## src/csa_pkg.sv

```systemverilog
package csa_pkg;

	localparam int WORD_W = 32;
	localparam int OUT_W = 2 * WORD_W;
	localparam int JOB_WORDS = 5;
	localparam int RESULT_WORDS = 7;
	localparam int WORD_CNT_W = 3;
	localparam int CATCH_WORD = 5; // Low word of out.
	localparam int CALC_UNITS = 4;
	localparam int UNIT_IDX_W = 2;
	localparam int ITER_W = 4;
	localparam int CATCH_IDX_W = 8;
	localparam int CATCH_BINS = 1 << CATCH_IDX_W;
	localparam int CATCH_CNT_W = 16;
	localparam int IDLE_DEBOUNCE = 100;
	localparam int IDLE_CNT_W = $clog2(IDLE_DEBOUNCE);

	localparam int LD_STATE_W = 3;
	localparam logic [LD_STATE_W-1:0] LD_IDLE = 3'd0;
	localparam logic [LD_STATE_W-1:0] LD_READ = 3'd1;
	localparam logic [LD_STATE_W-1:0] LD_CAPT = 3'd2;
	localparam logic [LD_STATE_W-1:0] LD_DISP = 3'd3;
	localparam logic [LD_STATE_W-1:0] LD_NEXT = 3'd4;

	localparam int ST_STATE_W = 2;
	localparam logic [ST_STATE_W-1:0] ST_WAIT = 2'd0;
	localparam logic [ST_STATE_W-1:0] ST_HOLD = 2'd1;
	localparam logic [ST_STATE_W-1:0] ST_SEND = 2'd2;
	localparam logic [ST_STATE_W-1:0] ST_NEXT = 2'd3;

	typedef logic [WORD_W-1:0] csa_word_t;

	typedef struct packed {
		logic [OUT_W-1:0] out;
		logic [WORD_W-1:0] times_start;
		logic [WORD_W-1:0] times;
		logic [OUT_W-1:0] key_in;
		logic [WORD_W-1:0] block;
	} csa_fields_t;

	typedef union packed {
		csa_fields_t fields;
		csa_word_t [RESULT_WORDS-1:0] words; // Word 0 is block, word 6 is out high.
	} csa_result_u;

endpackage

```

## src/csa_idle_monitor.sv

```systemverilog
module csa_idle_monitor (
	input logic csa_out_wclk,
	input logic rst_n,
	input logic [csa_pkg::CALC_UNITS-1:0] unit_empty_i,
	output logic idle_o
);

	logic [csa_pkg::IDLE_CNT_W-1:0] cnt;
	logic all_empty;

	assign all_empty = &unit_empty_i;

	always_ff @(posedge csa_out_wclk) begin
		if (!rst_n) begin
			cnt <= '0;
			idle_o <= 1'b0;
		end else begin
			// Rises after IDLE_DEBOUNCE empty cycles in a row and drops right after a busy one.
			idle_o <= all_empty && (cnt == csa_pkg::IDLE_DEBOUNCE - 1);
			if (!all_empty) begin
				cnt <= '0;
			end else if (cnt != csa_pkg::IDLE_DEBOUNCE - 1) begin
				cnt <= cnt + 1'b1;
			end
		end
	end

endmodule

```

## config.mk

```make
export PLATFORM = sky130hd
export DESIGN_NAME = csa_idle_monitor
export DESIGN_NICKNAME = d
export VERILOG_FILES = /design/src/csa_pkg.sv /design/src/csa_idle_monitor.sv
export SDC_FILE = /design/constraint.sdc
export NUM_CORES = 1
export LEC_CHECK = 0
export BUFFER_PORTS_ARGS = -buffer_cell sky130_fd_sc_hd__buf_2
export CAP_MARGIN = 5
export CORE_AREA = 2 2 39 41
export DETAILED_ROUTE_END_ITERATION = 10
export DIE_AREA = 0 0 41 43
export SLEW_MARGIN = 40
export SYNTH_ARGS = -nofsm -noshare
export SYNTH_HDL_FRONTEND = slang
export SYNTH_SLANG_ARGS = --single-unit
export TNS_END_PERCENT = 20
```

## constraint.sdc

```tcl
create_clock -name csa_out_wclk -period 4 [get_ports csa_out_wclk]
set_input_delay 0.8 -clock csa_out_wclk [delete_from_list [all_inputs] [get_ports csa_out_wclk]]
set_output_delay 0.8 -clock csa_out_wclk [all_outputs]
set_load 0.03 [all_outputs]
```

==> metrics.md <==
| Metric | Value |
|---|---|
| Clk_lat worst skew | `260 ps` |
| Placed Cells | `61` |
| Vias in the first global route | `258` |
| First-pass GRT wire length | `1020 microns` |
| Placed inst area | `394 sq um` |
| Most common cell after layout, fill and taps aside | `dfxtp_1` |
| Min-delay worst type | `register to register` |
| Fin Setup TNS | `0 ps` |
| Layout fillers | `147` |
| Gpl congestion | `0.746` |
| Worst path bufs/invs | `1` |
| Core ar. | `0.00138 sq mm` |
| DP HPWL | `442 microns` |
| Clk root buf | `clkbuf_4` |
| Fin. max-slew vios | `0` |
| Outcome | `completed` |
| Worst-margin pin slew | `293 ps` |
| Fin Clk Skew | `4.12 ps` |
| Pin count of the biggest net entering global routing | `9` |
| Vias | `307` |
| Clock tree buffer depth | `2` |
| CTS Buf Count | `3` |
| Max incr delay on CP | `300 ps` |
| Worst vdd ir | `103 uV` |
| RSZ-0062 raised after global routing | `false` |
| FMAX | `651 MHz` |
| Routed WL | `617 microns` |
| Worst rel slew slack | `0.804` |
| Crit path cell chain | `buf_2` |
| Net count after synthesis | `46` |
| Final setup viols | `0` |
| DR WL/cell | `9.64 microns` |
| Clk pin slew, worst setup/hold paths | `50 ps` |
| Register area share after synthesis | `0.465` |
| Power Density | `349 mW/mm^2` |
| Num rows | `14` |
| Fin cells | `64` |
| Router iterations before antenna repair | `4` |
| CP Class | `register to output port` |
| Clock Sinks | `8` |
| Yosys cell types | `15` |
| Final min period | `1540 ps` |
| WP data arrival | `740 ps` |
| Design area | `417 sq um` |
| Final worst-path cycle share | `0.384` |
| YS warnings | `0` |
| Max H-tree Level | `1` |
| Average footprint of a synthesized cell | `8.82 sq um` |
| Number of setup buffers added after CTS | `0` |
| GRT Resource Usage Total | `0.0927` |
| Post-Syn Area | `344 sq um` |
| Hold Fails Final Rpt | `0` |
| Die height | `43 microns` |
| Detailed-route DRC error count | `0` |
| Grt total ovfl | `0` |
| Initial antenna violation count | `0` |
| Ratio of cells with drive above 1 in the final layout | `0.208` |
| Initial DRC Count | `12` |
| Flops & latches, synth | `8` |
| Worst Path Required | `3200 ps` |
| Die area | `0.00176 sq mm` |
| Area Overhead vs Synth | `21.1%` |
| Worst setup EP type | `output port` |
| I/O pins | `7` |
| Vias/cell | `4.80` |
| Largest delay share family, worst path | `flip-flops` |
| Antenna Nets Post-Route | `0` |
| IO buf count | `6` |
| ANT cells | `0` |
| Crit start category | `register` |
| Initial Util | `0.249` |
| CTS resizes | `0` |
| Commonest cells after routing, fill and taps aside | `dfxtp_1, buf_2, nor3_1, nand3_1, o21ai_0` |
| Hold buffer count at cts | `0` |
| Die Span X | `41 microns` |
| CP max stage cell | `dfxtp_1` |
| Max cap viols | `0` |
| Mapped Cells | `39` |
| Pleak | `0.140 nW` |
| CTS tree | `done` |
| Maximum fanout along the worst path | `1` |
| Nets | `57` |
## registers in the layout, summed over array words and instances, names as in the netlist
name / cells
cnt: 7
idle_o: 1
## kinds of logic (layout without fill, tap and decap cells)
logic type,Yosys count,after routing,share of synthesized area
compound gates,7,7,0.102
buf+inv,1,10,0.0109
xor+xnor,3,3,0.0764
fa+ha+maj,1,1,0.0364
flops,8,8,0.465
simple gates,19,19,0.309
## power by group
| part | internal (mW) | switching, mW |
|---|---|---|
| Combinational | 0.00214 | 0.00105 |
| Clock | 0.0343 | 0.0278 |
| Sequential | 0.0799 | 0.000166 |
## metrics by stage
step                      hold WS [ps]  utilization  total power, mW  setup slack (ps)
after floorplan                    454            -           0.0827              2600
after global routing               520        0.301            0.152              2420
after global placement             494        0.285           0.0849              2420
final                              498        0.301            0.145              2460
after CTS                          498        0.301            0.147              2460
after detailed placement           490        0.285           0.0850              2410
## path summary, 6_finish.rpt
check | start | to | slack (ps) | cells after the start
setup / recovery | idle_o$_SDFF_PN0_ | idle_o | 2460 | 1
hold / removal | cnt[6]$_SDFFE_PN0P_ | cnt[6]$_SDFFE_PN0P_ | 500 | 2
setup reg to reg | cnt[2]$_SDFFE_PN0P_ | cnt[1]$_SDFFE_PN0P_ | 2540 | 3
hold reg to reg | cnt[6]$_SDFFE_PN0P_ | cnt[6]$_SDFFE_PN0P_ | 500 | 2
## metal layers
metal | track usage | share of wire | vias to the layer above | routed length [microns]
met5 | 0 | 0 | - | 0
met4 | 0.0800 | 0.021 | 0 | 13
met3 | 0.0628 | 0.049 | 2 | 30
met2 | 0.103 | 0.41 | 9 | 254
met1 | 0.114 | 0.52 | 138 | 319
li1 | - | - | 158 | -
## Yosys cell counts
cell     instances  area [sq um]
dfxtp_1          8           160
nor3_1           5          25.0
nand3_1          4          20.0
o21ai_0          4          20.0
a21oi_1          3          15.0
nand2_1          3          11.3
or3_1            3          18.8
xor2_1           2          17.5
and3_1           1          6.26
ha_1             1          12.5
inv_1            1          3.75
nor2_1           1          3.75
nor3b_1          1          7.51
or4b_4           1          13.8
xnor2_1          1          8.76
## cell type report
cell class	instances	area [sq um]	area share
Multi-Input combinational cell	30	180	0.432
Sequential cell	8	160	0.384
Timing Repair Buffer	6	30.0	0.0721
Clock buffer	3	22.5	0.0541
Tap cell	16	20.0	0.0480
Inverter	1	3.75	0.00901
Power figures use the tool's default switching activity.
