===== config.mk =====
export PLATFORM = sky130hd
export DESIGN_NAME = csa_calc_unit
export DESIGN_NICKNAME = d
export VERILOG_FILES = /design/src/csa_pkg.sv /design/src/csa_calc_unit.sv
export SDC_FILE = /design/constraint.sdc
export NUM_CORES = 1
export LEC_CHECK = 0
export CORE_AREA = 4 4 176 178
export DETAILED_ROUTE_END_ITERATION = 12
export DIE_AREA = 0 0 180 182
export DONT_BUFFER_PORTS = 1
export GPL_TIMING_DRIVEN = 0
export PLACE_DENSITY = 0.52
export SYNTH_ARGS = -nofsm -noshare
export SYNTH_HDL_FRONTEND = slang
export SYNTH_SLANG_ARGS = --single-unit
export TNS_END_PERCENT = 10

===== constraint.sdc =====
create_clock -name csa_out_wclk -period 2.6 [get_ports csa_out_wclk]
set_input_delay 0.52 -clock csa_out_wclk [delete_from_list [all_inputs] [get_ports csa_out_wclk]]
set_output_delay 0.52 -clock csa_out_wclk [all_outputs]
set_load 0.005 [all_outputs]

===== src/csa_pkg.sv =====
package csa_pkg;

	localparam int WORD_W = 32;
	localparam int OUT_W = 2 * WORD_W;
	localparam int JOB_WORDS = 5;
	localparam int RESULT_WORDS = 7;
	localparam int WORD_CNT_W = 3;
	localparam int CATCH_WORD = 5; // Low word of out.
	localparam int CALC_UNITS = 4;
	localparam int UNIT_IDX_W = 2;
	localparam int ITER_W = 4;
	localparam int CATCH_IDX_W = 8;
	localparam int CATCH_BINS = 1 << CATCH_IDX_W;
	localparam int CATCH_CNT_W = 16;
	localparam int IDLE_DEBOUNCE = 100;
	localparam int IDLE_CNT_W = $clog2(IDLE_DEBOUNCE);

	localparam int LD_STATE_W = 3;
	localparam logic [LD_STATE_W-1:0] LD_IDLE = 3'd0;
	localparam logic [LD_STATE_W-1:0] LD_READ = 3'd1;
	localparam logic [LD_STATE_W-1:0] LD_CAPT = 3'd2;
	localparam logic [LD_STATE_W-1:0] LD_DISP = 3'd3;
	localparam logic [LD_STATE_W-1:0] LD_NEXT = 3'd4;

	localparam int ST_STATE_W = 2;
	localparam logic [ST_STATE_W-1:0] ST_WAIT = 2'd0;
	localparam logic [ST_STATE_W-1:0] ST_HOLD = 2'd1;
	localparam logic [ST_STATE_W-1:0] ST_SEND = 2'd2;
	localparam logic [ST_STATE_W-1:0] ST_NEXT = 2'd3;

	typedef logic [WORD_W-1:0] csa_word_t;

	typedef struct packed {
		logic [OUT_W-1:0] out;
		logic [WORD_W-1:0] times_start;
		logic [WORD_W-1:0] times;
		logic [OUT_W-1:0] key_in;
		logic [WORD_W-1:0] block;
	} csa_fields_t;

	typedef union packed {
		csa_fields_t fields;
		csa_word_t [RESULT_WORDS-1:0] words; // Word 0 is block, word 6 is out high.
	} csa_result_u;

endpackage


===== src/csa_calc_unit.sv =====
module csa_calc_unit (
	input logic csa_out_wclk,
	input logic rst_n,
	input logic wen_i,
	input csa_pkg::csa_result_u job_i,
	output logic full_o,
	output logic empty_o,
	output logic ready_o,
	input logic ren_i,
	output csa_pkg::csa_result_u result_o
);

	csa_pkg::csa_result_u rec;
	logic [csa_pkg::ITER_W-1:0] iter_left;
	logic full_q;
	logic ready_q;
	logic step;

	assign step = full_q && !ready_q; // One kernel iteration per cycle while busy.

	always_ff @(posedge csa_out_wclk) begin
		if (!rst_n) begin
			full_q <= 1'b0;
			ready_q <= 1'b0;
			iter_left <= '0;
		end else if (ren_i) begin
			full_q <= 1'b0;
			ready_q <= 1'b0;
		end else if (wen_i) begin
			full_q <= 1'b1;
			iter_left <= job_i.fields.times[csa_pkg::ITER_W-1:0];
			ready_q <= (job_i.fields.times[csa_pkg::ITER_W-1:0] == '0);
		end else if (step) begin
			iter_left <= iter_left - 1'b1;
			if (iter_left == 1) begin
				ready_q <= 1'b1;
			end
		end
	end

	// The out field doubles as the kernel accumulator.
	always_ff @(posedge csa_out_wclk) begin
		if (wen_i) begin
			rec <= job_i;
			rec.fields.out <= job_i.fields.key_in;
		end else if (step) begin
			rec.fields.out <= {rec.fields.out[csa_pkg::OUT_W-2:0], rec.fields.out[csa_pkg::OUT_W-1]}
				^ {rec.fields.times_start, rec.fields.block};
		end
	end

	assign full_o = full_q;
	assign empty_o = ~full_q;
	assign ready_o = ready_q;
	assign result_o = rec;

endmodule


==> impl_metrics.json, run 1 <==
{
  "status": "completed",
  "setup_viol": 0,
  "postCtsHoldBufs": 0,
  "r2r_start": "full_o",
  "synth_cell_types": 24,
  "grt_overflow": 0,
  "clock.fmax_ghz": 0.558,
  "max_stage_delay_ns": 0.71,
  "hp-start": "job_i[8]",
  "crit_path_start_kind": "flip-flop",
  "tightest_slew_ns": 0.928,
  "cts.clk_slew.worst_paths_ns": 0.06,
  "die_y_um": 182,
  "ant_nets": 0,
  "cts-htree-levels": 1,
  "ctsResizeCount": 0,
  "setup_slack_ns": 0.809,
  "place_hpwl_um": 15400,
  "rr_worst_depth": 2,
  "ys_ff_latch": 230,
  "cp_max_fo": 64,
  "die_area_um2": 32800,
  "max_cap_viol_count": 0,
  "async_flop_share_pct": 0,
  "end_kind": "flip-flop",
  "synthToLayoutAreaGrowth_pct": 15.8,
  "p_leak_uw": 0.00314,
  "crit_required_ns": 2.74,
  "switching_share_pct": 21.7,
  "p_seq_share_pct": 55.8,
  "met1_length_um": 7590,
  "dp_slack_ns": 0.718,
  "p_sw_uw": 1860,
  "clkPwrFrac_pct": 40.2,
  "slew_headroom_pct": 38.2,
  "ys.flop_type": "edfxtp_1",
  "worstHoldPathType": "in -> reg",
  "rsz0062_at_grt": "no",
  "wl_per_cell_um": 23.1,
  "antenna_found_initial": 1,
  "clock_skew_ns": 0.00901,
  "internal_power_uw": 6720,
  "worst-path-buf-inv": 0,
  "period_share_pct": 68.9,
  "hold_end": "result_o[8]",
  "p_per_area_nw_per_um2": 896,
  "crit_type": "reg -> reg",
  "route.met3.wl_um": 2460,
  "synth_top_area_share_pct": 81.3,
  "yosys.area.top_type": "edfxtp_1",
  "wl_met2_um": 10500,
  "synthCells": 476,
  "die_w_um": 180,
  "cts_setup_buffers": 0,
  "min_period_ns": 1.79,
  "synth_edf_count": 224,
  "cts_tree": "done",
  "p_comb_share_pct": 4.0,
  "whs_path_depth": 0,
  "gp_congestion": 0.788,
  "clk_latency_ns": 0.51,
  "start_util_pct": 28.1,
  "rows": 63,
  "grt_pass1_vias": 4522,
  "yosysSeqAreaShare_pct": 82.8,
  "portBuffers": 0,
  "ioPinCount": 455,
  "grt_pass1_wl_um": 30400,
  "cts_buffer_depth": 3,
  "cp.arrival_ns": 1.93,
  "r2r_end": "result_o[184]",
  "cts_num_sinks": 230,
  "drc_errors": 0,
  "vdd_drop_max_uv": 432,
  "grt_use_total_pct": 12.0,
  "r2r_slack_ns": 0.81,
  "yosys-top-cells-area": "edfxtp_1 (81%), xnor2_1 (6.8%), o21ai_0 (3.9%), nand2_1 (3.0%), dfxtp_1 (1.5%)",
  "crit_slowest_cell": "nand2_4",
  "nNetsFinal": 734,
  "cp_top_family": "simple AND/OR/NAND/NOR gates",
  "first_pass_iters": 6,
  "routed_wl_um": 21100,
  "synth_area_um2": 8270,
  "syn_avg_cell_area_um2": 17.4,
  "drt_iter0_drc": 234,
  "vias": 4142,
  "yosysWarnings": 0,
  "grt_max_degree": 164,
  "vias_per_cell": 4.54,
  "numCtsBuffers": 26,
  "synth_fp_nets": 706,
  "cp_cell_sequence": "nand2b_1, nand2_4",
  "cts-root-buf": "clkbuf_16",
  "slew_viol_final": 0,
  "hold_violations": 0,
  "core_um2": 29400,
  "highest_layer": "met5",
  "drive_gt1_share_pct": 8.83,
  "holdWs_ns": 0.0970
}
cell usage after synthesis, types with 2 or more instances:
cell type / instances
buf_2: 8
a31oi_1: 2
o21ai_0: 65
nor3b_1: 2
nand2_1: 67
nand2b_1: 4
xnor2_1: 64
dfxtp_1: 6
edfxtp_1: 224
a21oi_1: 4
clkbuf_1: 6
inv_1: 5
nand3_1: 2
ha_1: 2
nor2_1: 6
flip-flops by register name (all words and copies together) (netlist names):
signal / count
full_o: 1
iter_left: 4
ready_o: 1
result_o: 224
metrics by stage:
| stage | TNS, ns | area, µm² | power, µW | utilization [%] | instances |
|---|---|---|---|---|---|
| 6_report | 0 | 9570 | 8570 | 32.6 | 912 |
| 5_1_grt | 0 | 9570 | 8940 | 32.6 | 911 |
| 4_1_cts | 0 | 9570 | 8710 | 32.6 | 911 |
| 3_5_place_dp | 0 | 8760 | 5210 | 29.8 | 866 |
| 3_3_place_gp | -47.45 | 8760 | 5210 | 29.8 | 866 |
| 2_1_floorplan | 0 | 8270 | 5010 | - | 476 |
worst max-delay path by stage:
stage	from	to	slack [ns]	depth (start not counted)
floorplan	wen_i	result_o[160]	0.19	2
global placement	wen_i	result_o[179]	-0.75	2
detailed placement	full_o	result_o[180]	0.72	2
CTS	full_o	result_o[167]	0.72	2
global route	full_o	result_o[195]	0.62	2
finish	full_o	result_o[184]	0.81	2
final cells by class:
class,instances,area [µm²]
sequential,230,6850
multi-input combinational,226,1340
buffer,15,73.8
antenna,1,2.50
clock inverter,15,120
tap,390,488
inverter,5,18.8
clock buffer,30,687
fill,2857,19800
cell families after synthesis:
group / synth area share [%]
flops: 82.8
buf+inv: 1.12
simple gates: 4.19
mux: 0.121
fa+ha+maj: 0.303
compound gates: 4.69
xor+xnor: 6.78
cells in the final DEF (no fill, tap or decap), types with 2 or more instances in the layout:
cell type	netlist	final
edfxtp_1	224	224
nor3b_1	2	2
buf_2	8	8
a21oi_1	4	4
inv_1	5	5
dfxtp_1	6	6
clkinv_2	0	5
clkbuf_1	6	9
clkbuf_16	0	27
nand2b_1	4	4
clkinv_1	0	7
bufinv_16	0	2
ha_1	2	2
o21ai_0	65	65
nand3_1	2	2
nor2_1	6	6
nand2_1	67	66
a31oi_1	2	2
xnor2_1	64	64
metal layers:
layer	track usage, %	up-vias
met5	0	-
met4	3.38	2
met3	6.01	33
met2	20.8	276
met1	13.1	2020
li1	-	1811
power groups by stage:
stage                     clock network [µW]  registers, µW  logic [µW]
after CTS                               3560           4800         352
after floorplan                            0           4740         270
after global routing                    3730           4820         395
after detailed placement                   0           4870         349
after global placement                     0           4870         334
final                                   3450           4780         346
Power figures use the tool's default switching activity.
==> run 2, diff against run 1 <==
--- a/config.mk
+++ b/config.mk
@@ -10,7 +10,7 @@
 export DIE_AREA = 0 0 180 182
 export DONT_BUFFER_PORTS = 1
 export GPL_TIMING_DRIVEN = 0
-export PLACE_DENSITY = 0.52
+export PLACE_DENSITY = 0.53
 export SYNTH_ARGS = -nofsm -noshare
 export SYNTH_HDL_FRONTEND = slang
 export SYNTH_SLANG_ARGS = --single-unit
==> constraint.sdc (replaced) <==
create_clock -name csa_out_wclk -period 1.55 [get_ports csa_out_wclk]
set_input_delay 0.31 -clock csa_out_wclk [delete_from_list [all_inputs] [get_ports csa_out_wclk]]
set_output_delay 0.31 -clock csa_out_wclk [all_outputs]
set_load 0.005 [all_outputs]
==> run 2 against run 1 <==
Against the previous run:
- the run now ends with hold timing left
- register-to-register slack worse by 0.71 ns
- count of clock-buffer cells in the layout up 6
- global-route usage up 0.92 points
- via count up 16%
- first-iteration DRC count down 33%
- die area unchanged
- combinational power rose to 2.7 times the previous value
- cell area up 16%
- clock power up 52%
- cell count up 18%
- critical endpoint is now result_o[174]
- largest cell class unchanged
- highest routed layer is now met4
==> impl_metrics.json, run 2 (synthesized netlist as in run 1, its figures left out) <==
{
  "synthToLayoutAreaGrowth_pct": 34.5,
  "end_kind": "flip-flop",
  "nNetsFinal": 896,
  "max_stage_delay_ns": 0.43,
  "cts_num_sinks": 230,
  "max_cap_viol_count": 0,
  "postCtsHoldBufs": 163,
  "cts-htree-levels": 1,
  "cp.arrival_ns": 1.59,
  "holdWs_ns": -0.0847,
  "grt_pass1_wl_um": 33400,
  "wl_met2_um": 11700,
  "r2r_end": "result_o[174]",
  "cp-endpoint": "result_o[174]",
  "cts_setup_buffers": 0,
  "clk_latency_ns": 0.51,
  "tns_ns": 0,
  "die_y_um": 182,
  "vias_per_cell": 4.46,
  "grt_use_total_pct": 12.9,
  "fillers": 2742,
  "slew_headroom_pct": 58.0,
  "gp_congestion": 0.809,
  "multiInputGateArea_um2": 1350,
  "rows": 63,
  "clock_skew_ns": 0.00950,
  "r2r_start": "ready_o",
  "first_pass_iters": 4,
  "hold_violations": 69,
  "grt_pass1_vias": 5261,
  "seqCellArea_um2": 6850,
  "met1_length_um": 7790,
  "ioPinCount": 455,
  "grt_overflow": 0,
  "r2r_slack_ns": 0.10,
  "die_area_um2": 32800,
  "core_um2": 29400,
  "highest_layer": "met4",
  "rsz0062_at_grt": "no",
  "final_common_cell": "edfxtp_1",
  "ant_nets": 0,
  "grt_max_degree": 164,
  "tightest_slew_ns": 0.630,
  "clock.fmax_ghz": 0.690,
  "cts_buffer_depth": 3,
  "crit_required_ns": 1.69,
  "cts-root-buf": "clkbuf_16",
  "dp_slack_ns": -0.129,
  "cp-startpoint": "ready_o",
  "portBuffers": 0,
  "p_leak_uw": 0.00377,
  "routed_wl_um": 22400,
  "layout_common_cells": "edfxtp_1 (224), dlygate4sd3_1 (163), nand2_1 (66), o21ai_0 (65), xnor2_1 (64)",
  "die_w_um": 180,
  "route.met3.wl_um": 2390,
  "wl_per_cell_um": 20.9,
  "drive_gt1_share_pct": 5.99,
  "vias": 4799,
  "final_util_pct": 37.8,
  "worstHoldPathType": "in -> reg",
  "numCtsBuffers": 25,
  "cts_tree": "done",
  "status": "finished with violations",
  "drt_iter0_drc": 156,
  "period_share_pct": 93.4,
  "p_total_uw": 14200,
  "vdd_drop_max_uv": 852,
  "crit_type": "reg -> reg",
  "cts.clk_slew.worst_paths_ns": 0.06,
  "cp_cell_sequence": "nand2b_1, nand2_8",
  "p_per_area_nw_per_um2": 1280,
  "cp_max_fo": 64,
  "crit_slowest_cell": "nand2_8",
  "crit_path_start_kind": "flip-flop",
  "rr_worst_depth": 2,
  "slew_viol_final": 0,
  "start_util_pct": 28.1,
  "min_period_ns": 1.45,
  "drc_errors": 0,
  "setup_slack_ns": 0.102,
  "violations": "hold timing",
  "place_hpwl_um": 15300,
  "antenna_found_initial": 1,
  "setup_viol": 0,
  "largest_register_ffs": 224
}
-- run 2: through the flow --
step,instances,area (µm²),hold WS (ns)
floorplan,476,8280,0.409
global placement,866,8760,0.409
detailed placement,866,8760,0.409
CTS,1074,11100,-0.109
global route,1075,11100,-0.123
finish,1075,11100,-0.0847
-- run 2: worst min path at each step --
stage / startpoint / endpoint / slack (ns) / cells past startpoint
after detailed placement: job_i[124] / result_o[124] / 0.41 / 0
after global placement: job_i[7] / result_o[7] / 0.41 / 0
after floorplan: job_i[0] / result_o[0] / 0.41 / 0
after global routing: wen_i / result_o[14] / -0.12 / 0
final: wen_i / result_o[14] / -0.08 / 0
after CTS: wen_i / result_o[14] / -0.11 / 0
-- run 2: routing by layer --
layer | vias to the layer above | GRT usage (%)
met3 | 34 | 5.57
met4 | 0 | 3.72
met1 | 2341 | 13.7
met5 | - | 0
met2 | 288 | 23.5
li1 | 2136 | -
-- run 2: area by class of cell --
cell class	count	area share, %
clock inverters	9	0.349
diodes	1	0.0225
repair buffers	163	14.7
clock buffers	36	6.09
flip-flops and latches	230	61.6
multi-input cells	226	12.1
well taps	390	4.39
inverters	5	0.169
plain buffers	15	0.664
-- run 2: power breakdown --
| part | total [µW] | switching [µW] | leakage (µW) | internal [µW] |
|---|---|---|---|---|
| clock | 5260 | 2250 | 0.000351 | 3010 |
| combinational | 948 | 389 | 0.00116 | 559 |
| sequential | 8030 | 520 | 0.00226 | 7510 |
-- run 2: timing repair --
| action | in CTS | in global routing |
|---|---|---|
| resized for setup | 1 | 0 |
| endpoints found under the setup margin | 64 | 0 |
| endpoints found under the hold margin | 385 | 160 |
-- run 2: worst max-delay path: cells and delay by family, from the launching register on --
kind | cells | cell delay, ns
DFF | 1 | 0.34
and+or+nand+nor | 2 | 0.69
