`config.mk`:
```
export PLATFORM = sky130hd
export DESIGN_NAME = csa_job_loader
export DESIGN_NICKNAME = d
export VERILOG_FILES = /design/src/csa_pkg.sv /design/src/csa_job_loader.sv
export SDC_FILE = /design/constraint.sdc
export NUM_CORES = 1
export LEC_CHECK = 0
export ABC_AREA = 1
export BUFFER_PORTS_ARGS = -buffer_cell sky130_fd_sc_hd__buf_2
export CAP_MARGIN = 10
export CORE_ASPECT_RATIO = 1.25
export CORE_MARGIN = 8
export CORE_UTILIZATION = 25
export CTS_BUF_LIST = sky130_fd_sc_hd__clkbuf_2 sky130_fd_sc_hd__clkbuf_4 sky130_fd_sc_hd__clkbuf_8
export DETAILED_ROUTE_END_ITERATION = 8
export REMOVE_ABC_BUFFERS = 1
export SLEW_MARGIN = 10
export SYNTH_ARGS = -nofsm -noshare
export SYNTH_HDL_FRONTEND = slang
export SYNTH_SLANG_ARGS = --single-unit
```
`constraint.sdc`:
```
create_clock -name csa_out_wclk -period 8.4 [get_ports csa_out_wclk]
set_input_delay 1.26 -clock csa_out_wclk [delete_from_list [all_inputs] [get_ports csa_out_wclk]]
set_output_delay 1.26 -clock csa_out_wclk [all_outputs]
set_load 0.05 [all_outputs]
```
`src/csa_pkg.sv`:
```
package csa_pkg;

	localparam int WORD_W = 32;
	localparam int OUT_W = 2 * WORD_W;
	localparam int JOB_WORDS = 5;
	localparam int RESULT_WORDS = 7;
	localparam int WORD_CNT_W = 3;
	localparam int CATCH_WORD = 5; // Low word of out.
	localparam int CALC_UNITS = 4;
	localparam int UNIT_IDX_W = 2;
	localparam int ITER_W = 4;
	localparam int CATCH_IDX_W = 8;
	localparam int CATCH_BINS = 1 << CATCH_IDX_W;
	localparam int CATCH_CNT_W = 16;
	localparam int IDLE_DEBOUNCE = 100;
	localparam int IDLE_CNT_W = $clog2(IDLE_DEBOUNCE);

	localparam int LD_STATE_W = 3;
	localparam logic [LD_STATE_W-1:0] LD_IDLE = 3'd0;
	localparam logic [LD_STATE_W-1:0] LD_READ = 3'd1;
	localparam logic [LD_STATE_W-1:0] LD_CAPT = 3'd2;
	localparam logic [LD_STATE_W-1:0] LD_DISP = 3'd3;
	localparam logic [LD_STATE_W-1:0] LD_NEXT = 3'd4;

	localparam int ST_STATE_W = 2;
	localparam logic [ST_STATE_W-1:0] ST_WAIT = 2'd0;
	localparam logic [ST_STATE_W-1:0] ST_HOLD = 2'd1;
	localparam logic [ST_STATE_W-1:0] ST_SEND = 2'd2;
	localparam logic [ST_STATE_W-1:0] ST_NEXT = 2'd3;

	typedef logic [WORD_W-1:0] csa_word_t;

	typedef struct packed {
		logic [OUT_W-1:0] out;
		logic [WORD_W-1:0] times_start;
		logic [WORD_W-1:0] times;
		logic [OUT_W-1:0] key_in;
		logic [WORD_W-1:0] block;
	} csa_fields_t;

	typedef union packed {
		csa_fields_t fields;
		csa_word_t [RESULT_WORDS-1:0] words; // Word 0 is block, word 6 is out high.
	} csa_result_u;

endpackage

```
`src/csa_job_loader.sv`:
```
module csa_job_loader (
	input logic csa_out_wclk,
	input logic rst_n,
	input logic in_ready_i,
	input csa_pkg::csa_word_t in_rdata_i,
	input logic [csa_pkg::CALC_UNITS-1:0] unit_full_i,
	output logic in_ren_o,
	output logic [csa_pkg::CALC_UNITS-1:0] unit_wen_o,
	output csa_pkg::csa_result_u job_o
);

	logic [csa_pkg::LD_STATE_W-1:0] state;
	logic [csa_pkg::WORD_CNT_W-1:0] req_cnt;
	logic [csa_pkg::WORD_CNT_W-1:0] cap_cnt;
	logic [1:0] ren_pipe; // Matches the two-cycle read latency of the input FIFO.
	logic [csa_pkg::UNIT_IDX_W-1:0] idx;
	csa_pkg::csa_result_u job_q;

	always_ff @(posedge csa_out_wclk) begin
		if (!rst_n) begin
			state <= csa_pkg::LD_IDLE;
			in_ren_o <= 1'b0;
			unit_wen_o <= '0;
			req_cnt <= '0;
			cap_cnt <= '0;
			ren_pipe <= '0;
			idx <= '0;
		end else begin
			unit_wen_o <= '0;
			ren_pipe <= {ren_pipe[0], in_ren_o};
			if (ren_pipe[1]) begin
				cap_cnt <= cap_cnt + 1'b1;
			end
			case (state)
				csa_pkg::LD_IDLE: begin
					if (in_ready_i) begin
						in_ren_o <= 1'b1;
						req_cnt <= '0;
						cap_cnt <= '0;
						state <= csa_pkg::LD_READ;
					end
				end
				csa_pkg::LD_READ: begin
					if (req_cnt == csa_pkg::JOB_WORDS - 1) begin
						in_ren_o <= 1'b0;
						state <= csa_pkg::LD_CAPT;
					end else begin
						req_cnt <= req_cnt + 1'b1;
					end
				end
				csa_pkg::LD_CAPT: begin
					if (ren_pipe[1] && cap_cnt == csa_pkg::JOB_WORDS - 1) begin
						state <= csa_pkg::LD_DISP;
					end
				end
				csa_pkg::LD_DISP: begin
					if (!unit_full_i[idx]) begin
						unit_wen_o[idx] <= 1'b1;
						state <= csa_pkg::LD_NEXT;
					end
				end
				csa_pkg::LD_NEXT: begin
					if (idx == csa_pkg::CALC_UNITS - 1) begin
						idx <= '0;
					end else begin
						idx <= idx + 1'b1;
					end
					state <= csa_pkg::LD_IDLE;
				end
				default: begin
					state <= csa_pkg::LD_IDLE;
				end
			endcase
		end
	end

	always_ff @(posedge csa_out_wclk) begin
		if (state == csa_pkg::LD_IDLE) begin
			job_q.words[csa_pkg::RESULT_WORDS-1:csa_pkg::JOB_WORDS] <= '0; // A job carries no out.
		end
		if (ren_pipe[1]) begin
			job_q.words[cap_cnt] <= in_rdata_i;
		end
	end

	assign job_o = job_q;

endmodule

```
==> run_results.csv, run 1 <==
group,metric,value,unit
synthesis,syn_inst,534,
detailed_routing,drt-pass1-iter-count,4,
clock_tree,hold_buffers,0,
global_routing,grt_max_degree,65,
critical_path,critPathMaxFanout,2,
timing,finalHoldViolations,0,
detailed_routing,final_antenna_net_count,0,
floorplanning,ioPinCount,268,
critical_path,slowest_stage,"dfxtp_1",
timing,worst_pin_slew,1.09,ns
clock_tree,worstSkewPairLatency,0.53,ns
status,outcome,"completed",
layout,finish.utilization,0.341,
flow_run,max-cap-violations,0,
placement,place_congestion,0.758,
floorplanning,num_rows,72,
global_routing,grt_usage,0.113,
critical_path,cp.required,7.14,ns
timing,fmax,413,MHz
timing,slew_headroom,0.271,
pwr,power_density,254,nW/µm²
timing,finalMaxSlewViolations,0,
critical_path,crit_family,"flip-flops",
timing,rsz0062_at_grt,"no",
placement,port_buffers,267,
critical_path,crit_chain,"buf_2",
synthesis,ys_seq_area_frac,0.816,
synthesis,yosysTopAreaCell,"edfxtp_1",
synthesis,syn_avg_cell_area,14.8,µm²
detailed_routing,drt_iter0_markers,251,
floorplanning,die_h,215,µm
synthesis,ys.warnings.count,0,
synthesis,synth_common_cells,"edfxtp_1 (160), dfxtp_1 (82), nand3_1 (71)",
layout,layout-drive-gt1-share,0.412,
global_routing,antenna_found_initial,0,
layout,nFillCells,3046,
synthesis,syn_area,7900,µm²
synthesis,synthTopCellsByArea,"edfxtp_1 (61%), dfxtp_1 (21%), nand3_1 (4.5%)",
worst_hold_path,min_path_type,"reg2reg",
synthesis,ys_ff_latch,242,
timing,setup_violations,0,
synthesis,yosysTopAreaCellShare,0.608,
clock_tree,cts_inserted_buffers,39,
synthesis,synth_edf_count,160,
floorplanning,core,31000,µm²
detailed_routing,vias,5108,
clock_tree,cts_resized,0,
layout,fin_nets,872,
critical_path,cp.arrival,1.16,ns
synthesis,synthDistinctLibCells,25,
detailed_routing,drt_wl_total,22000,µm
synthesis,synthArstFlopShare,0,
floorplanning,dieArea,37600,µm²
clock_tree,htree_levels,2,
clock_tree,clk_pin_slew,0.06,ns
synthesis,synth_most_common_cell,"edfxtp_1",
pwr,cellLeakagePower,4.38,nW
clock_tree,clockRootBuffer,"clkbuf_8",
layout,insertedDiodeCount,0,
detailed_routing,drcViolationCount,0,
timing,setup_slack,5.98,ns
global_routing,grt_pass1_wl,32500,µm
critical_path,max_stage_delay,0.35,ns
detailed_routing,avgViaCountPerCell,4.05,
layout,syn_to_final_growth,33.9,%
timing,tns,0,ns
floorplanning,start_util,0.255,
timing,period_minus_slack,2.42,ns
timing,post-route-period-util,0.288,
placement,dp_hpwl,15400,µm
clock_tree,cts_tree,"yes",
global_routing,grt_overflow_total,0,
critical_path,cp-start-kind,"flop",
critical_path,crit_type,"reg2out",
global_routing,first_global_vias,5162,
timing,worst_clock_skew,0.0201,ns
pwr,peakVddDrop,0.322,mV
synthesis,ys.flop_type,"edfxtp_1",
clock_tree,cts_setup_buffers,0,
detailed_routing,wl_per_cell,17.4,µm
clock_tree,cts.sinks,242,
placement,dp_slack,6.28,ns
clock_tree,clock_path_buffers,3,
floorplanning,die_w,175,µm
critical_path,end_kind,"output pin",
critical_path,worstPathBufferInverterCount,1,
[routing by layer]
metal  share of wire  wire (µm)  vias to the layer above  global-route usage
met4           0.021        461                        0              0.0368
met2            0.52      11400                      210               0.205
li1                -          -                     2470                   -
met3           0.085       1860                       38              0.0424
met1            0.38       8270                     2390               0.117
met5               0          0                        -                   0
[placed cells by master (no fill, tap or decap), types with 6 or more instances in the layout]
| cell | count |
|---|---|
| a21oi_1 | 6 |
| buf_2 | 267 |
| clkbuf_4 | 7 |
| clkbuf_8 | 43 |
| clkinv_1 | 6 |
| clkinv_2 | 7 |
| dfxtp_1 | 82 |
| edfxtp_1 | 160 |
| ha_1 | 8 |
| inv_1 | 54 |
| nand2_1 | 26 |
| nand3_1 | 71 |
| nor2_1 | 19 |
| o21ai_0 | 61 |
| o21ai_1 | 8 |
[cell type report]
cell class                      count  area, µm²  area share
Inverter                           57        214      0.0202
Clock buffer                       50        644      0.0609
Timing Repair Buffer              271       1370       0.129
Clock inverter                     21        233      0.0220
Multi-Input combinational cell    214       1160       0.110
Sequential cell                   242       6450       0.610
Tap cell                          407        509      0.0482
[worst min-delay path, delay by kind of cell (launching register included)]
| family | cells | cell delay [ns] |
|---|---|---|
| flip-flops | 1 | 0.31 |
| buffers and inverters | 1 | 0.04 |
| AND/OR/NAND/NOR | 1 | 0.05 |
[per-stage QoR]
step,cells,hold WS [ns],instance area [µm²],total power [mW]
floorplan,513,0.390,7790,1.50
global placement,1191,0.402,9700,1.59
detailed placement,1191,0.411,9700,1.60
CTS,1262,0.437,10600,2.73
global route,1262,0.467,10600,2.81
finish,1262,0.441,10600,2.69
[power breakdown]
group | leakage (nW) | switching [mW] | internal [mW]
Clock | 0.458 | 0.459 | 0.662
Combinational | 1.82 | 0.199 | 0.0548
Sequential | 2.10 | 0.0186 | 1.29
[logic make-up after synthesis]
logic type / after synthesis / share of synthesized area
xor gates and xnor gates: 1 / 0.00111
DFF: 242 / 0.816
AOI/OAI and AO/OA: 76 / 0.0485
buffers and inverters: 78 / 0.0409
and+or+nand+nor: 129 / 0.0805
adders and majority gates: 8 / 0.0127
[final timing paths]
path,end,slack (ns),depth (start not counted),startpoint
max,job_o[197],5.98,1,job_o[197]
min,ren_pipe[1],0.44,2,ren_pipe[0]
max reg2reg,flop,6.38,2,ren_pipe[1]
min reg2reg,ren_pipe[1],0.44,2,ren_pipe[0]
(Power assumes the default switching activity.)
==> run 2, diff against run 1 <==
==> constraint.sdc (replaced) <==
create_clock -name csa_out_wclk -period 2.4 [get_ports csa_out_wclk]
set_input_delay 0.36 -clock csa_out_wclk [delete_from_list [all_inputs] [get_ports csa_out_wclk]]
set_output_delay 0.36 -clock csa_out_wclk [all_outputs]
set_load 0.05 [all_outputs]
==> run_results.csv, run 2 (synthesis results as in run 1) <==
group,metric,value,unit
critical_path,r2r_cells,6,
worst_hold_path,hold_start,"in_rdata_i[14]",
status,outcome,"completed",
placement,postPlaceCellArea,9790,µm²
layout,syn_to_final_growth,34.2,%
timing,worst_pin_slew,0.624,ns
global_routing,grt_overflow_total,0,
floorplanning,num_rows,72,
timing,slew_headroom,0.584,
placement,dp_hpwl,15700,µm
pwr,cellLeakagePower,4.39,nW
timing,finalHoldViolations,0,
layout,multi_input_area,1160,µm²
worst_hold_path,hold_path_depth,1,
clock_tree,clock_path_buffers,3,
clock_tree,htree_levels,2,
critical_path,crit_family,"simple AND/OR/NAND/NOR gates",
detailed_routing,drt-pass1-iter-count,4,
clock_tree,clockRootBuffer,"clkbuf_8",
detailed_routing,drcViolationCount,0,
pwr,seq_power_share,0.505,
clock_tree,cts.sinks,242,
detailed_routing,vias,5137,
layout,nFillCells,3084,
floorplanning,dieArea,37600,µm²
layout,finish.utilization,0.342,
floorplanning,ioPinCount,268,
global_routing,grt_max_degree,65,
pwr,intPower,6.83,mW
timing,post-route-period-util,0.744,
floorplanning,die_w,175,µm
layout,fin_nets,877,
detailed_routing,drt_iter0_markers,248,
global_routing,first_global_vias,5260,
critical_path,crit_chain,"nand2_2, inv_2, nand3_4, buf_4, nand3_1, o21ai_0",
pwr,power_density,858,nW/µm²
clock_tree,cts_inserted_buffers,38,
pwr,peakVddDrop,0.408,mV
critical_path,critPathMaxFanout,39,
clock_tree,cts_tree,"yes",
layout,mostFrequentLayoutCells,"buf_2 (267), edfxtp_1 (160), dfxtp_1 (82), nand3_1 (71), o21ai_0 (61)",
critical_path,slowest_stage,"dfxtp_1",
global_routing,grt_pass1_wl,32600,µm
detailed_routing,avgViaCountPerCell,4.05,
timing,period_minus_slack,1.79,ns
critical_path,reg2reg_slack,0.61,ns
clock_tree,hold_buffers,0,
timing,finalMaxSlewViolations,0,
pwr,switching_share,0.249,
clock_tree,cts_setup_buffers,0,
layout,seqCellArea,6450,µm²
timing,worst_clock_skew,0.0132,ns
detailed_routing,wl_per_cell,17.3,µm
layout,insertedDiodeCount,0,
critical_path,crit_type,"reg2reg",
global_routing,antenna_found_initial,1,
critical_path,max_stage_delay,0.50,ns
layout,final_cell_area,10600,µm²
global_routing,grt_usage,0.113,
critical_path,cp.arrival,2.19,ns
pwr,p_comb_frac,0.099,
layout,layout-drive-gt1-share,0.416,
timing,setup_violations,0,
critical_path,cp.required,2.81,ns
clock_tree,worstSkewPairLatency,0.52,ns
clock_tree,clk_pin_slew,0.06,ns
pwr,power_switching,2.26,mW
detailed_routing,final_antenna_net_count,0,
clock_tree,cts_resized,0,
pwr,p_clk_frac,0.395,
flow_run,max-cap-violations,0,
floorplanning,core,31000,µm²
worst_hold_path,min_path_type,"in2reg",
detailed_routing,drt_wl_total,21900,µm
critical_path,end_kind,"flop",
placement,port_buffers,267,
floorplanning,start_util,0.255,
critical_path,r2r-end,"job_o[190]",
timing,fmax,560,MHz
pwr,power.total,9.09,mW
layout,mostFrequentLayoutCell,"buf_2",
placement,place_congestion,0.730,
critical_path,rr_startpoint,"ren_pipe[1]",
critical_path,cp-start-kind,"flop",
timing,rsz0062_at_grt,"no",
floorplanning,die_h,215,µm
critical_path,worstPathBufferInverterCount,2,
-- run 2: through the flow --
stage	TNS [ns]	hold slack (ns)	setup WS, ns	cells
6_report	0	0.0809	0.613	1267
3_5_place_dp	0	0.414	0.576	1197
4_1_cts	0	0.0206	0.566	1267
3_3_place_gp	0	0.403	0.633	1197
2_1_floorplan	-28.24	0.390	-0.883	513
5_1_grt	0	0.0491	0.419	1267
-- run 2: area by class of cell --
class / instances / share of cell area
repair buffers: 277 / 0.138
clock buffers: 63 / 0.0706
flip-flops and latches: 242 / 0.608
well taps: 407 / 0.0481
multi-input cells: 214 / 0.110
clock inverters: 7 / 0.00531
inverters: 57 / 0.0202
-- run 2: power by group through the flow --
stage	Combinational (mW)	Clock [mW]	Sequential, mW
after global placement	0.907	0	4.68
after global routing	1.01	3.90	4.60
final	0.904	3.59	4.59
after floorplan	0.432	0	4.81
after detailed placement	0.915	0	4.68
after CTS	0.916	3.74	4.59
-- run 2: worst max-delay path by stage --
stage | start | to | slack, ns | cells after the start
floorplan | cap_cnt[2] | flop | -0.88 | 2
global placement | ren_pipe[1] | job_o[166] | 0.63 | 6
detailed placement | ren_pipe[1] | job_o[161] | 0.58 | 6
CTS | ren_pipe[1] | job_o[179] | 0.57 | 6
global route | ren_pipe[1] | job_o[161] | 0.42 | 6
finish | ren_pipe[1] | job_o[190] | 0.61 | 6
-- run 2: per-layer routing --
metal / vias to the layer above / share of wire / wire length, µm / GRT usage
met5: - / 0.00055 / 12 / 0
met2: 200 / 0.50 / 11000 / 0.202
li1: 2480 / - / - / -
met4: 2 / 0.024 / 534 / 0.0399
met1: 2410 / 0.38 / 8210 / 0.115
met3: 45 / 0.095 / 2080 / 0.0486
