## src/csa_pkg.sv

```systemverilog
package csa_pkg;

	localparam int WORD_W = 32;
	localparam int OUT_W = 2 * WORD_W;
	localparam int JOB_WORDS = 5;
	localparam int RESULT_WORDS = 7;
	localparam int WORD_CNT_W = 3;
	localparam int CATCH_WORD = 5; // Low word of out.
	localparam int CALC_UNITS = 4;
	localparam int UNIT_IDX_W = 2;
	localparam int ITER_W = 4;
	localparam int CATCH_IDX_W = 8;
	localparam int CATCH_BINS = 1 << CATCH_IDX_W;
	localparam int CATCH_CNT_W = 16;
	localparam int IDLE_DEBOUNCE = 100;
	localparam int IDLE_CNT_W = $clog2(IDLE_DEBOUNCE);

	localparam int LD_STATE_W = 3;
	localparam logic [LD_STATE_W-1:0] LD_IDLE = 3'd0;
	localparam logic [LD_STATE_W-1:0] LD_READ = 3'd1;
	localparam logic [LD_STATE_W-1:0] LD_CAPT = 3'd2;
	localparam logic [LD_STATE_W-1:0] LD_DISP = 3'd3;
	localparam logic [LD_STATE_W-1:0] LD_NEXT = 3'd4;

	localparam int ST_STATE_W = 2;
	localparam logic [ST_STATE_W-1:0] ST_WAIT = 2'd0;
	localparam logic [ST_STATE_W-1:0] ST_HOLD = 2'd1;
	localparam logic [ST_STATE_W-1:0] ST_SEND = 2'd2;
	localparam logic [ST_STATE_W-1:0] ST_NEXT = 2'd3;

	typedef logic [WORD_W-1:0] csa_word_t;

	typedef struct packed {
		logic [OUT_W-1:0] out;
		logic [WORD_W-1:0] times_start;
		logic [WORD_W-1:0] times;
		logic [OUT_W-1:0] key_in;
		logic [WORD_W-1:0] block;
	} csa_fields_t;

	typedef union packed {
		csa_fields_t fields;
		csa_word_t [RESULT_WORDS-1:0] words; // Word 0 is block, word 6 is out high.
	} csa_result_u;

endpackage

```

## src/csa_result_streamer.sv

```systemverilog
module csa_result_streamer (
	input logic csa_out_wclk,
	input logic rst_n,
	input logic [csa_pkg::CALC_UNITS-1:0] unit_ready_i,
	input csa_pkg::csa_result_u unit_result_i [csa_pkg::CALC_UNITS],
	output logic [csa_pkg::CALC_UNITS-1:0] unit_ren_o,
	input logic out_full_i,
	output logic out_wen_o,
	output csa_pkg::csa_word_t out_wdata_o,
	output logic catch_hit_o,
	output logic [csa_pkg::CATCH_IDX_W-1:0] catch_index_o
);

	logic [csa_pkg::ST_STATE_W-1:0] state;
	logic [csa_pkg::WORD_CNT_W-1:0] word_cnt;
	logic [csa_pkg::UNIT_IDX_W-1:0] idx;
	logic send;
	csa_pkg::csa_result_u rec_q;

	// Full is looked at only before word 0, a started burst always runs to the end.
	assign send = (state == csa_pkg::ST_HOLD && !out_full_i) || state == csa_pkg::ST_SEND;

	always_ff @(posedge csa_out_wclk) begin
		if (!rst_n) begin
			state <= csa_pkg::ST_WAIT;
			unit_ren_o <= '0;
			out_wen_o <= 1'b0;
			catch_hit_o <= 1'b0;
			word_cnt <= '0;
			idx <= '0;
		end else begin
			unit_ren_o <= '0;
			out_wen_o <= 1'b0;
			catch_hit_o <= 1'b0;
			case (state)
				csa_pkg::ST_WAIT: begin
					if (unit_ready_i[idx]) begin
						unit_ren_o[idx] <= 1'b1;
						state <= csa_pkg::ST_HOLD;
					end
				end
				csa_pkg::ST_HOLD, csa_pkg::ST_SEND: begin
					if (send) begin
						out_wen_o <= 1'b1;
						catch_hit_o <= (word_cnt == csa_pkg::CATCH_WORD);
						if (word_cnt == csa_pkg::RESULT_WORDS - 1) begin
							word_cnt <= '0;
							state <= csa_pkg::ST_NEXT;
						end else begin
							word_cnt <= word_cnt + 1'b1;
							state <= csa_pkg::ST_SEND;
						end
					end
				end
				csa_pkg::ST_NEXT: begin
					if (idx == csa_pkg::CALC_UNITS - 1) begin
						idx <= '0;
					end else begin
						idx <= idx + 1'b1;
					end
					state <= csa_pkg::ST_WAIT;
				end
				default: begin
					state <= csa_pkg::ST_WAIT;
				end
			endcase
		end
	end

	always_ff @(posedge csa_out_wclk) begin
		if (state == csa_pkg::ST_WAIT && unit_ready_i[idx]) begin
			rec_q <= unit_result_i[idx]; // Taken in the cycle the release pulse is set.
		end
		if (send) begin
			out_wdata_o <= rec_q.words[word_cnt];
		end
		if (send && word_cnt == csa_pkg::CATCH_WORD) begin
			catch_index_o <= rec_q.words[csa_pkg::CATCH_WORD][csa_pkg::CATCH_IDX_W-1:0];
		end
	end

endmodule

```

## config.mk

```make
export PLATFORM = sky130hd
export DESIGN_NAME = csa_result_streamer
export DESIGN_NICKNAME = d
export VERILOG_FILES = /design/src/csa_pkg.sv /design/src/csa_result_streamer.sv
export SDC_FILE = /design/constraint.sdc
export NUM_CORES = 1
export LEC_CHECK = 0
export BUFFER_PORTS_ARGS = -buffer_cell sky130_fd_sc_hd__buf_2
export CAP_MARGIN = 20
export CORE_AREA = 8 8 367 369
export CTS_CLUSTER_DIAMETER = 30
export DETAILED_ROUTE_END_ITERATION = 8
export DIE_AREA = 0 0 375 377
export GPL_ROUTABILITY_DRIVEN = 0
export PLACE_DENSITY = 0.31
export SLEW_MARGIN = 30
export SYNTH_ARGS = -nofsm -noshare
export SYNTH_HDL_FRONTEND = slang
export SYNTH_SLANG_ARGS = --single-unit
```

## constraint.sdc

```tcl
create_clock -name csa_out_wclk -period 6.8 [get_ports csa_out_wclk]
set_input_delay 0.34 -clock csa_out_wclk [delete_from_list [all_inputs] [get_ports csa_out_wclk]]
set_output_delay 0.34 -clock csa_out_wclk [all_outputs]
set_load 0.03 [all_outputs]
```

==> results.cfg, run 1 <==
[yosys]
syn_nets = 1737
yosys_warnings = 0
syn_inst = 826
syn_area_sq_mm = 0.01571
synth-edff-count = 264
synth_flop_cell = edfxtp_1
synth.distinct_cells = 36
avgSynthCellArea_sq_um = 19.02
async_flop_share_pct = 0
synth-seq-cells = 277
yosysSeqAreaShare_pct = 52.11

[power_and_ir_drop]
p_leak_nw = 10.81
p_total_mw = 8.973
p_per_area_mw_per_mm2 = 320.8
vdd_drop_max_mv = 0.2025

[critical_path]
critPathRequiredTime_ns = 7.20
crit_start = idx[0]$_SDFFE_PN0N_
crit_arrival_ns = 3.41
ff2ff_setup_slack_ns = 3.79
rr_worst_depth = 3
r2r-end = rec_q[34]$_DFFE_PP_
r2r-start = idx[0]$_SDFFE_PN0N_
crit_path_max_fanout = 89
end_kind = flop
cp-start-kind = flop
worst-setup-path-type = reg2reg

[placed_design]
dp_hpwl_microns = 80790
place_inst = 3386
portBuffers = 948
place_area_sq_mm = 0.02233

[clock_tree]
insertion_delay_ns = 0.66
ctsResizeCount = 0
clkSinkCount = 277
post_cts_buffers = 0
numCtsBuffers = 99
cts_tree = yes
clk_pin_slew_ns = 0.04
cts-root-buf = clkbuf_16
cts_hold_buf = 207
htreeDepth = 3
clockBufferDepth = 3

[sta]
finalHoldViolCount = 0
fmax_mhz = 331.9
tightestPinTransition_ns = 1.193
setup_tns_ns = 0
period_minus_slack_ns = 3.013
slew_viol_final = 0
rsz0062_at_grt = false
finClkSkew_ns = 0.03168
relSlewSlack_pct = 20.47
setup_violations = 0
fin_crit_sh_pct = 44.31

[final_layout]
finalCoreUtilization_pct = 21.74
fillers = 13780
fin_cells = 3795
drive_above_1_share_pct = 66.08
areaGrowthSynthToFinish_pct = 77.98
fin_area_sq_mm = 0.02797
multiInputGateArea_sq_mm = 0.007043
seq_area_sq_mm = 0.008207
nets = 2930

[die]
ios = 949
die_x_microns = 375
die_h_microns = 377
initial_core_util_pct = 12.21
dieArea_sq_mm = 0.1414
coreArea_sq_mm = 0.1287
num_rows = 132

[routing]
drtPass1Iterations = 4
postRouteAntennaNets = 0
wl_microns = 98600
drc = 0
wire_per_inst_microns = 25.98
via_count = 14330
drt-initial-drc-count = 726
viasPerCell = 3.777

[global_route]
grt_pass1_vias = 16390
grt_max_degree = 134
gr-total-overflow = 0
antenna_found_initial = 58
grt_first_pass_wirelength_microns = 131900
grt_use_total_pct = 13.37

[min_path]
hold_start = unit_result_i[307]
worstHoldPathCells = 2
hold_class = in2reg
min_to = rec_q[83]$_DFFE_PP_

[outcome]
status = completed

[run]
cap_violations = 0
==> metal layers <==
metal	vias to the layer above	global-route usage (%)	share of wire, %
li1	6072	-	-
met5	-	0	0.084
met4	14	4.859	2.9
met2	779	21.95	49
met3	168	5.245	9.2
met1	7299	15.84	39
==> cell usage in the layout, fill, tap and decap left out, types with 6 or more instances in the layout <==
cell type,count
buf_2,948
edfxtp_1,264
mux4_2,256
dlygate4sd3_1,207
clkbuf_16,100
nor2_1,66
a21oi_1,64
mux2i_1,34
clkinv_2,26
bufinv_16,22
diode_2,18
clkinv_1,17
ha_1,8
dfxtp_1,8
clkbuf_1,8
buf_4,8
inv_1,6
==> per-stage QoR <==
stage,hold WS [ns],setup WS (ns)
after floorplan,0.4267,0.3320
after global placement,0.4378,3.909
after detailed placement,0.4523,3.934
after CTS,0.0003542,3.731
after global routing,0.02981,3.613
final,0.08420,3.787
==> where the power goes <==
| group | internal [mW] | total (mW) | switching [mW] |
|---|---|---|---|
| sequential | 2.37 | 2.58 | 0.208 |
| combinational | 0.678 | 1.58 | 0.899 |
| clock | 3.48 | 4.81 | 1.34 |
==> worst max-delay path, stage by stage, from the launching register on <==
cell and delay [ns]:
dfxtp_4 0.77, buf_12 0.47, mux4_2 0.59, dlygate4sd3_1 0.56
==> Yosys cell counts, drive strengths merged (2+ instances only) <==
master  instances  share of area [%]
o21ai           5               0.16
and3            4               0.16
a21oi          64                2.0
nor2b           4               0.16
mux4          256                 37
mux2i          34                2.2
nor2           67                1.6
ha              8               0.64
and2            4               0.16
clkbuf         11               0.26
nand2           2              0.048
inv             6               0.14
edfxtp        264                 50
dfxtp          13                1.7
a21boi          3               0.14
mux2            3               0.26
buf            67                2.7
==> how the worst max path moves through the flow <==
| stage | to | slack [ns] | depth (start not counted) |
|---|---|---|---|
| finish | rec_q[34]$_DFFE_PP_ | 3.79 | 3 |
| CTS | rec_q[34]$_DFFE_PP_ | 3.73 | 3 |
| detailed placement | out_wdata_o[14]$_DFFE_PP_ | 3.93 | 4 |
| global route | rec_q[34]$_DFFE_PP_ | 3.61 | 3 |
| global placement | out_wdata_o[31]$_DFFE_PP_ | 3.91 | 4 |
| floorplan | rec_q[0]$_DFFE_PP_ | 0.33 | 4 |
==> sequential cells by signal (all words and copies together) (netlist names) <==
signal	flops
word_cnt	3
rec_q	224
idx	2
catch_index_o	8
catch_hit_o	1
state	2
unit_ren_o	4
out_wdata_o	32
out_wen_o	1
==> cells by family after synthesis <==
| family | Yosys count | share of synthesized area [%] |
|---|---|---|
| muxes | 293 | 39.12 |
| buffers and inverters | 84 | 3.114 |
| and+or+nand+nor | 88 | 2.445 |
| adders and majority gates | 8 | 0.6371 |
| DFF | 277 | 52.11 |
| AOI/OAI and AO/OA | 76 | 2.572 |
==> area by class of cell <==
class / count / area share (%)
clock buffer: 108 / 9.056
inverter: 6 / 0.08053
antenna: 18 / 0.1611
clock inverter: 76 / 3.535
multi-input combinational: 465 / 25.18
tap: 1675 / 7.494
sequential: 277 / 29.35
timing repair buffer: 1170 / 25.14
(Power assumes the default switching activity.)
==> inputs of run 2 (changes only) <==
==> constraint.sdc (replaced) <==
create_clock -name csa_out_wclk -period 2.6 [get_ports csa_out_wclk]
set_input_delay 0.13 -clock csa_out_wclk [delete_from_list [all_inputs] [get_ports csa_out_wclk]]
set_output_delay 0.13 -clock csa_out_wclk [all_outputs]
set_load 0.03 [all_outputs]
==> run 2 against run 1 <==
Effect of this change:
- clock power grew to 2.6 times the previous value
- first-iteration DRC count grew 30%
- critical endpoint is now rec_q[162]$_DFFE_PP_
- clock-buffer cell count rose by 8
- maximum frequency up 19%
- wire length increased by 5.0%
- worst hold slack got worse by 0.032 ns
- largest power group unchanged
- global-route usage increased by 0.62 points
- sequential power increased to 2.6 times the previous value
- critical path type unchanged
- utilization rose by 3.5 points
- sequential share of layout area fell by 4.1 points
- power rose to 2.7 times the previous value
- register-to-register slack got worse by 3.7 ns
==> results.cfg, run 2 (same netlist as run 1, synthesis figures left out) <==
[sta]
tightestPinTransition_ns = 1.102
slew_viol_final = 0
fmax_mhz = 395.7
finalHoldViolCount = 0
fin_crit_sh_pct = 97.21
relSlewSlack_pct = 26.52
rsz0062_at_grt = true
hold-worst-slack_ns = 0.05223
setup_tns_ns = 0
period_minus_slack_ns = 2.527
setup_violations = 0
finClkSkew_ns = 0.02523

[critical_path]
critPathBufInv = 3
cp-start-kind = flop
crit_path_top_delay_cell = dlygate4sd3_1
path_cells = buf_16, buf_4, mux4_2, dlygate4sd3_1
cp_slowest_stage_delay_ns = 0.62
critPathRequiredTime_ns = 2.95
critical-path-top-delay-family = buffers and inverters
crit_path_max_fanout = 33
worst-setup-path-type = reg2reg
ff2ff_setup_slack_ns = 0.07
end_kind = flop
crit_arrival_ns = 2.87

[routing]
via_count = 16220
drt-initial-drc-count = 943
viasPerCell = 3.819
wire_per_inst_microns = 24.36
drtPass1Iterations = 5
wl_microns = 103500
postRouteAntennaNets = 0
drc = 0

[final_layout]
drive_above_1_share_pct = 55.35
final_common_cell = buf_2
top_register = rec_q
nets = 3380
reg_top3 = rec_q (224), out_wdata_o (32), catch_index_o (8)
fin_cells = 4248
mostFrequentLayoutCells = 948 x buf_2, 620 x dlygate4sd3_1, 264 x edfxtp_1
areaGrowthSynthToFinish_pct = 106.7
fin_area_sq_mm = 0.03248
largest_register_ffs = 224
finalCoreUtilization_pct = 25.25

[placed_design]
portBuffers = 948
place_inst = 3421
dp_hpwl_microns = 82940
place_area_sq_mm = 0.02267

[global_route]
antenna_found_initial = 58
grt_use_total_pct = 13.99
grt_max_degree = 126
grt_first_pass_wirelength_microns = 141300
gr-total-overflow = 0
grt_pass1_vias = 19030

[power_and_ir_drop]
vdd_drop_max_mv = 0.5150
p_leak_nw = 12.74
p_per_area_mw_per_mm2 = 736.3

[min_path]
hold_class = in2reg

[outcome]
status = completed

[die]
coreArea_sq_mm = 0.1287
die_x_microns = 375
die_h_microns = 377
ios = 949
dieArea_sq_mm = 0.1414
initial_core_util_pct = 12.21
num_rows = 132

[clock_tree]
clk_pin_slew_ns = 0.04
htreeDepth = 3
cts-root-buf = clkbuf_16
cts_tree = yes
numCtsBuffers = 98
insertion_delay_ns = 0.64
clockBufferDepth = 3
post_cts_buffers = 0
clkSinkCount = 277

[run]
cap_violations = 0
==> run 2: repair_timing <==
action | 4_1_cts | 5_1_grt
hold buffers | 621 | 0
gates resized for setup | 0 | 4
hold endpoints to repair | 233 | 0
endpoints found under the setup margin | 0 | 42
==> run 2: cell type report <==
| cell class | instances | area, sq um |
|---|---|---|
| Timing Repair Buffer | 1621 | 11590 |
| Tap cell | 1675 | 2096 |
| Inverter | 6 | 22.52 |
| Fill cell | 13450 | 96180 |
| Antenna cell | 22 | 55.05 |
| Multi-Input combinational cell | 465 | 7047 |
| Clock inverter | 66 | 949.7 |
| Clock buffer | 116 | 2520 |
| Sequential cell | 277 | 8207 |
==> run 2: worst register-to-register path, delay by kind of cell, from the launching register on <==
kind	cells	cell delay (ns)
buffers and inverters	3	1.21
multiplexers	1	0.53
flip-flops	1	0.51
==> run 2: where the power goes <==
group	internal [mW]	leakage [nW]	switching, mW	total (mW)
Combinational	2.39	8.44	2.55	4.94
Sequential	6.18	2.62	0.437	6.62
Clock	8.99	1.69	3.37	12.4
==> run 2: worst paths after layout <==
check / endpoint / cells after the start / start
setup / recovery: rec_q[162]$_DFFE_PP_ / 4 / idx[0]$_SDFFE_PN0N_
hold reg to reg: catch_index_o[3]$_DFFE_PP_ / 0 / rec_q[163]$_DFFE_PP_
hold / removal: rec_q[80]$_DFFE_PP_ / 2 / unit_result_i[304]
setup reg to reg: rec_q[162]$_DFFE_PP_ / 4 / idx[0]$_SDFFE_PN0N_
==> run 2: through the flow <==
step	setup WS, ns	power, mW
2_1_floorplan	-0.1770	8.462
3_3_place_gp	0.3893	10.92
3_5_place_dp	0.3523	10.93
4_1_cts	0.009899	24.41
5_1_grt	-0.003577	25.03
6_report	0.07257	23.92
==> run 2: routing by layer <==
| metal | share of wire [%] | up-vias | wire, microns | GRT usage [%] |
|---|---|---|---|---|
| li1 | - | 6979 | - | - |
| met1 | 38 | 8119 | 39670 | 16.03 |
| met2 | 49 | 884 | 50790 | 23.33 |
| met3 | 9.2 | 228 | 9471 | 5.655 |
| met4 | 3.4 | 14 | 3480 | 5.465 |
| met5 | 0.080 | - | 83 | 0 |
==> inputs of run 3 (changes only) <==
--- a/config.mk
+++ b/config.mk
@@ -5,6 +5,7 @@
 export SDC_FILE = /design/constraint.sdc
 export NUM_CORES = 1
 export LEC_CHECK = 0
+export ABC_CLOCK_PERIOD_IN_PS = 2600
 export BUFFER_PORTS_ARGS = -buffer_cell sky130_fd_sc_hd__buf_2
 export CAP_MARGIN = 20
 export CORE_AREA = 8 8 367 369
@@ -12,7 +13,7 @@
 export DETAILED_ROUTE_END_ITERATION = 8
 export DIE_AREA = 0 0 375 377
 export GPL_ROUTABILITY_DRIVEN = 0
-export PLACE_DENSITY = 0.31
+export PLACE_DENSITY_LB_ADDON = 0.1
 export SLEW_MARGIN = 30
 export SYNTH_ARGS = -nofsm -noshare
 export SYNTH_HDL_FRONTEND = slang
==> run 3 against run 2 <==
Effect of this change:
- sequential share of layout area is 1.5 points higher
- worst hold slack better by 0.11 ns
- clock power shrank 4%
- largest power group unchanged
- clock skew hardly changed
- maximum frequency is 1.0% higher
- largest cell class unchanged
- combinational power shrank 4%
- highest routed layer unchanged
==> results.cfg, run 3 (same netlist as run 1, synthesis figures left out) <==
[clock_tree]
insertion_delay_ns = 0.65
cts_tree = yes
numCtsBuffers = 102
cts-root-buf = clkbuf_16
htreeDepth = 3
clkSinkCount = 277
clk_pin_slew_ns = 0.04
post_cts_buffers = 0
clockBufferDepth = 3

[sta]
finClkSkew_ns = 0.02477
rsz0062_at_grt = false
setup_violations = 0
slew_viol_final = 0
relSlewSlack_pct = 18.28
tightestPinTransition_ns = 1.226
finalHoldViolCount = 0
period_minus_slack_ns = 2.502
fmax_mhz = 399.6
fin_crit_sh_pct = 96.24

[routing]
drt-initial-drc-count = 648
wl_microns = 98610
postRouteAntennaNets = 0
via_count = 15130
wl_met2_microns = 50560
wire_per_inst_microns = 24.21
wl_met3_microns = 6451
top_layer = met5
drc = 0
wl_met1_microns = 39210
viasPerCell = 3.713
drtPass1Iterations = 4

[die]
die_x_microns = 375
die_h_microns = 377
num_rows = 132
ios = 949
initial_core_util_pct = 12.21
coreArea_sq_mm = 0.1287
dieArea_sq_mm = 0.1414

[final_layout]
final_common_cell = buf_2
largest_register_ffs = 224
fillers = 13620
reg_top3 = rec_q (224), out_wdata_o (32), catch_index_o (8)
multiInputGateArea_sq_mm = 0.007047
nets = 3209
fin_area_sq_mm = 0.03061
areaGrowthSynthToFinish_pct = 94.81
seq_area_sq_mm = 0.008207
mostFrequentLayoutCells = 948 x buf_2, 449 x dlygate4sd3_1, 264 x edfxtp_1
drive_above_1_share_pct = 59.37
top_register = rec_q
finalCoreUtilization_pct = 23.79

[critical_path]
path_cells = buf_12, mux4_2, dlygate4sd3_1
critPathBufInv = 2
critical-path-top-delay-family = buffers and inverters
cp-start-kind = flop
crit_path_top_delay_cell = dlygate4sd3_1
end_kind = flop
crit_path_max_fanout = 136
critPathRequiredTime_ns = 3.00
cp.depth = 3
crit_arrival_ns = 2.90
worst-setup-path-type = reg2reg
cp_slowest_stage_delay_ns = 0.58
rr_worst_depth = 3

[placed_design]
dp_hpwl_microns = 80380
place_area_sq_mm = 0.02263
portBuffers = 948

[power_and_ir_drop]
p_leak_nw = 11.96
vdd_drop_max_mv = 0.4193
p_per_area_mw_per_mm2 = 759.6

[global_route]
grt_use_total_pct = 13.31
grt_pass1_vias = 17690
gr-total-overflow = 0
grt_max_degree = 137
grt_first_pass_wirelength_microns = 133500
antenna_found_initial = 40

[min_path]
hold_class = in2reg
worstHoldPathCells = 4

[run]
cap_violations = 0

[outcome]
status = completed
[run 3: cell types whose count changed in the layout (fill, tap and decap cells not counted), moves of 5 or more]
cell,delta
clkinv_2,+10
clkbuf_16,+6
bufinv_16,-8
clkinv_1,+5
diode_2,-9
dlygate4sd3_1,-171
[run 3: power breakdown]
part / leakage (nW) / switching, mW / internal [mW] / total [mW]
logic: 7.69 / 2.49 / 2.25 / 4.74
clock network: 1.66 / 3.38 / 8.53 / 11.9
registers: 2.62 / 0.415 / 6.19 / 6.60
total: 12.0 / 6.28 / 17.0 / 23.3
[run 3: routing by layer]
layer	vias up	global-route usage (%)
li1	6624	-
met1	7678	15.65
met2	686	23.43
met3	131	3.715
met4	6	4.210
met5	-	0
[run 3: worst register-to-register path: cells and delay by family, from the launching register on]
kind	cells	cell delay (ns)
buffers and inverters	2	0.93
muxes	1	0.95
DFF	1	0.37
[run 3: layout make-up]
cell class                 count  area share (%)
antenna                       13          0.1063
clock buffer                 119           8.686
clock inverter                72           2.363
inverter                       6         0.07358
multi-input combinational    465           23.02
sequential                   277           26.81
tap                         1675           6.847
timing repair buffer        1446           32.09
[run 3: final timing paths]
kind                   startpoint                         end  slack (ns)
min reg2reg  rec_q[166]$_DFFE_PP_  catch_index_o[6]$_DFFE_PP_        0.46
min               unit_ready_i[0]       state[1]$_SDFFE_PN0P_        0.16
max reg2reg   idx[1]$_SDFFE_PN0N_        rec_q[120]$_DFFE_PP_         0.1
max           idx[1]$_SDFFE_PN0N_        rec_q[120]$_DFFE_PP_         0.1
[run 3: repair_timing]
| item | CTS | global route |
|---|---|---|
| hold endpoints to repair | 233 | 0 |
| hold buffers | 449 | 0 |
| resized for setup | 0 | 3 |
| endpoints found under the setup margin | 0 | 35 |
[run 3: per-stage QoR]
step                hold slack (ns)  power [mW]  instances  worst slack [ns]  TNS (ns)
finish                       0.1626       23.25       4073           0.09770         0
global route                 0.1393       24.41       4067          0.003761         0
CTS                         0.08921       23.85       4058           0.01930         0
detailed placement           0.4457       10.95       3418            0.4735         0
global placement             0.4517       11.00       3418            0.4486         0
floorplan                    0.2580       8.462        826           -0.1770    -39.66
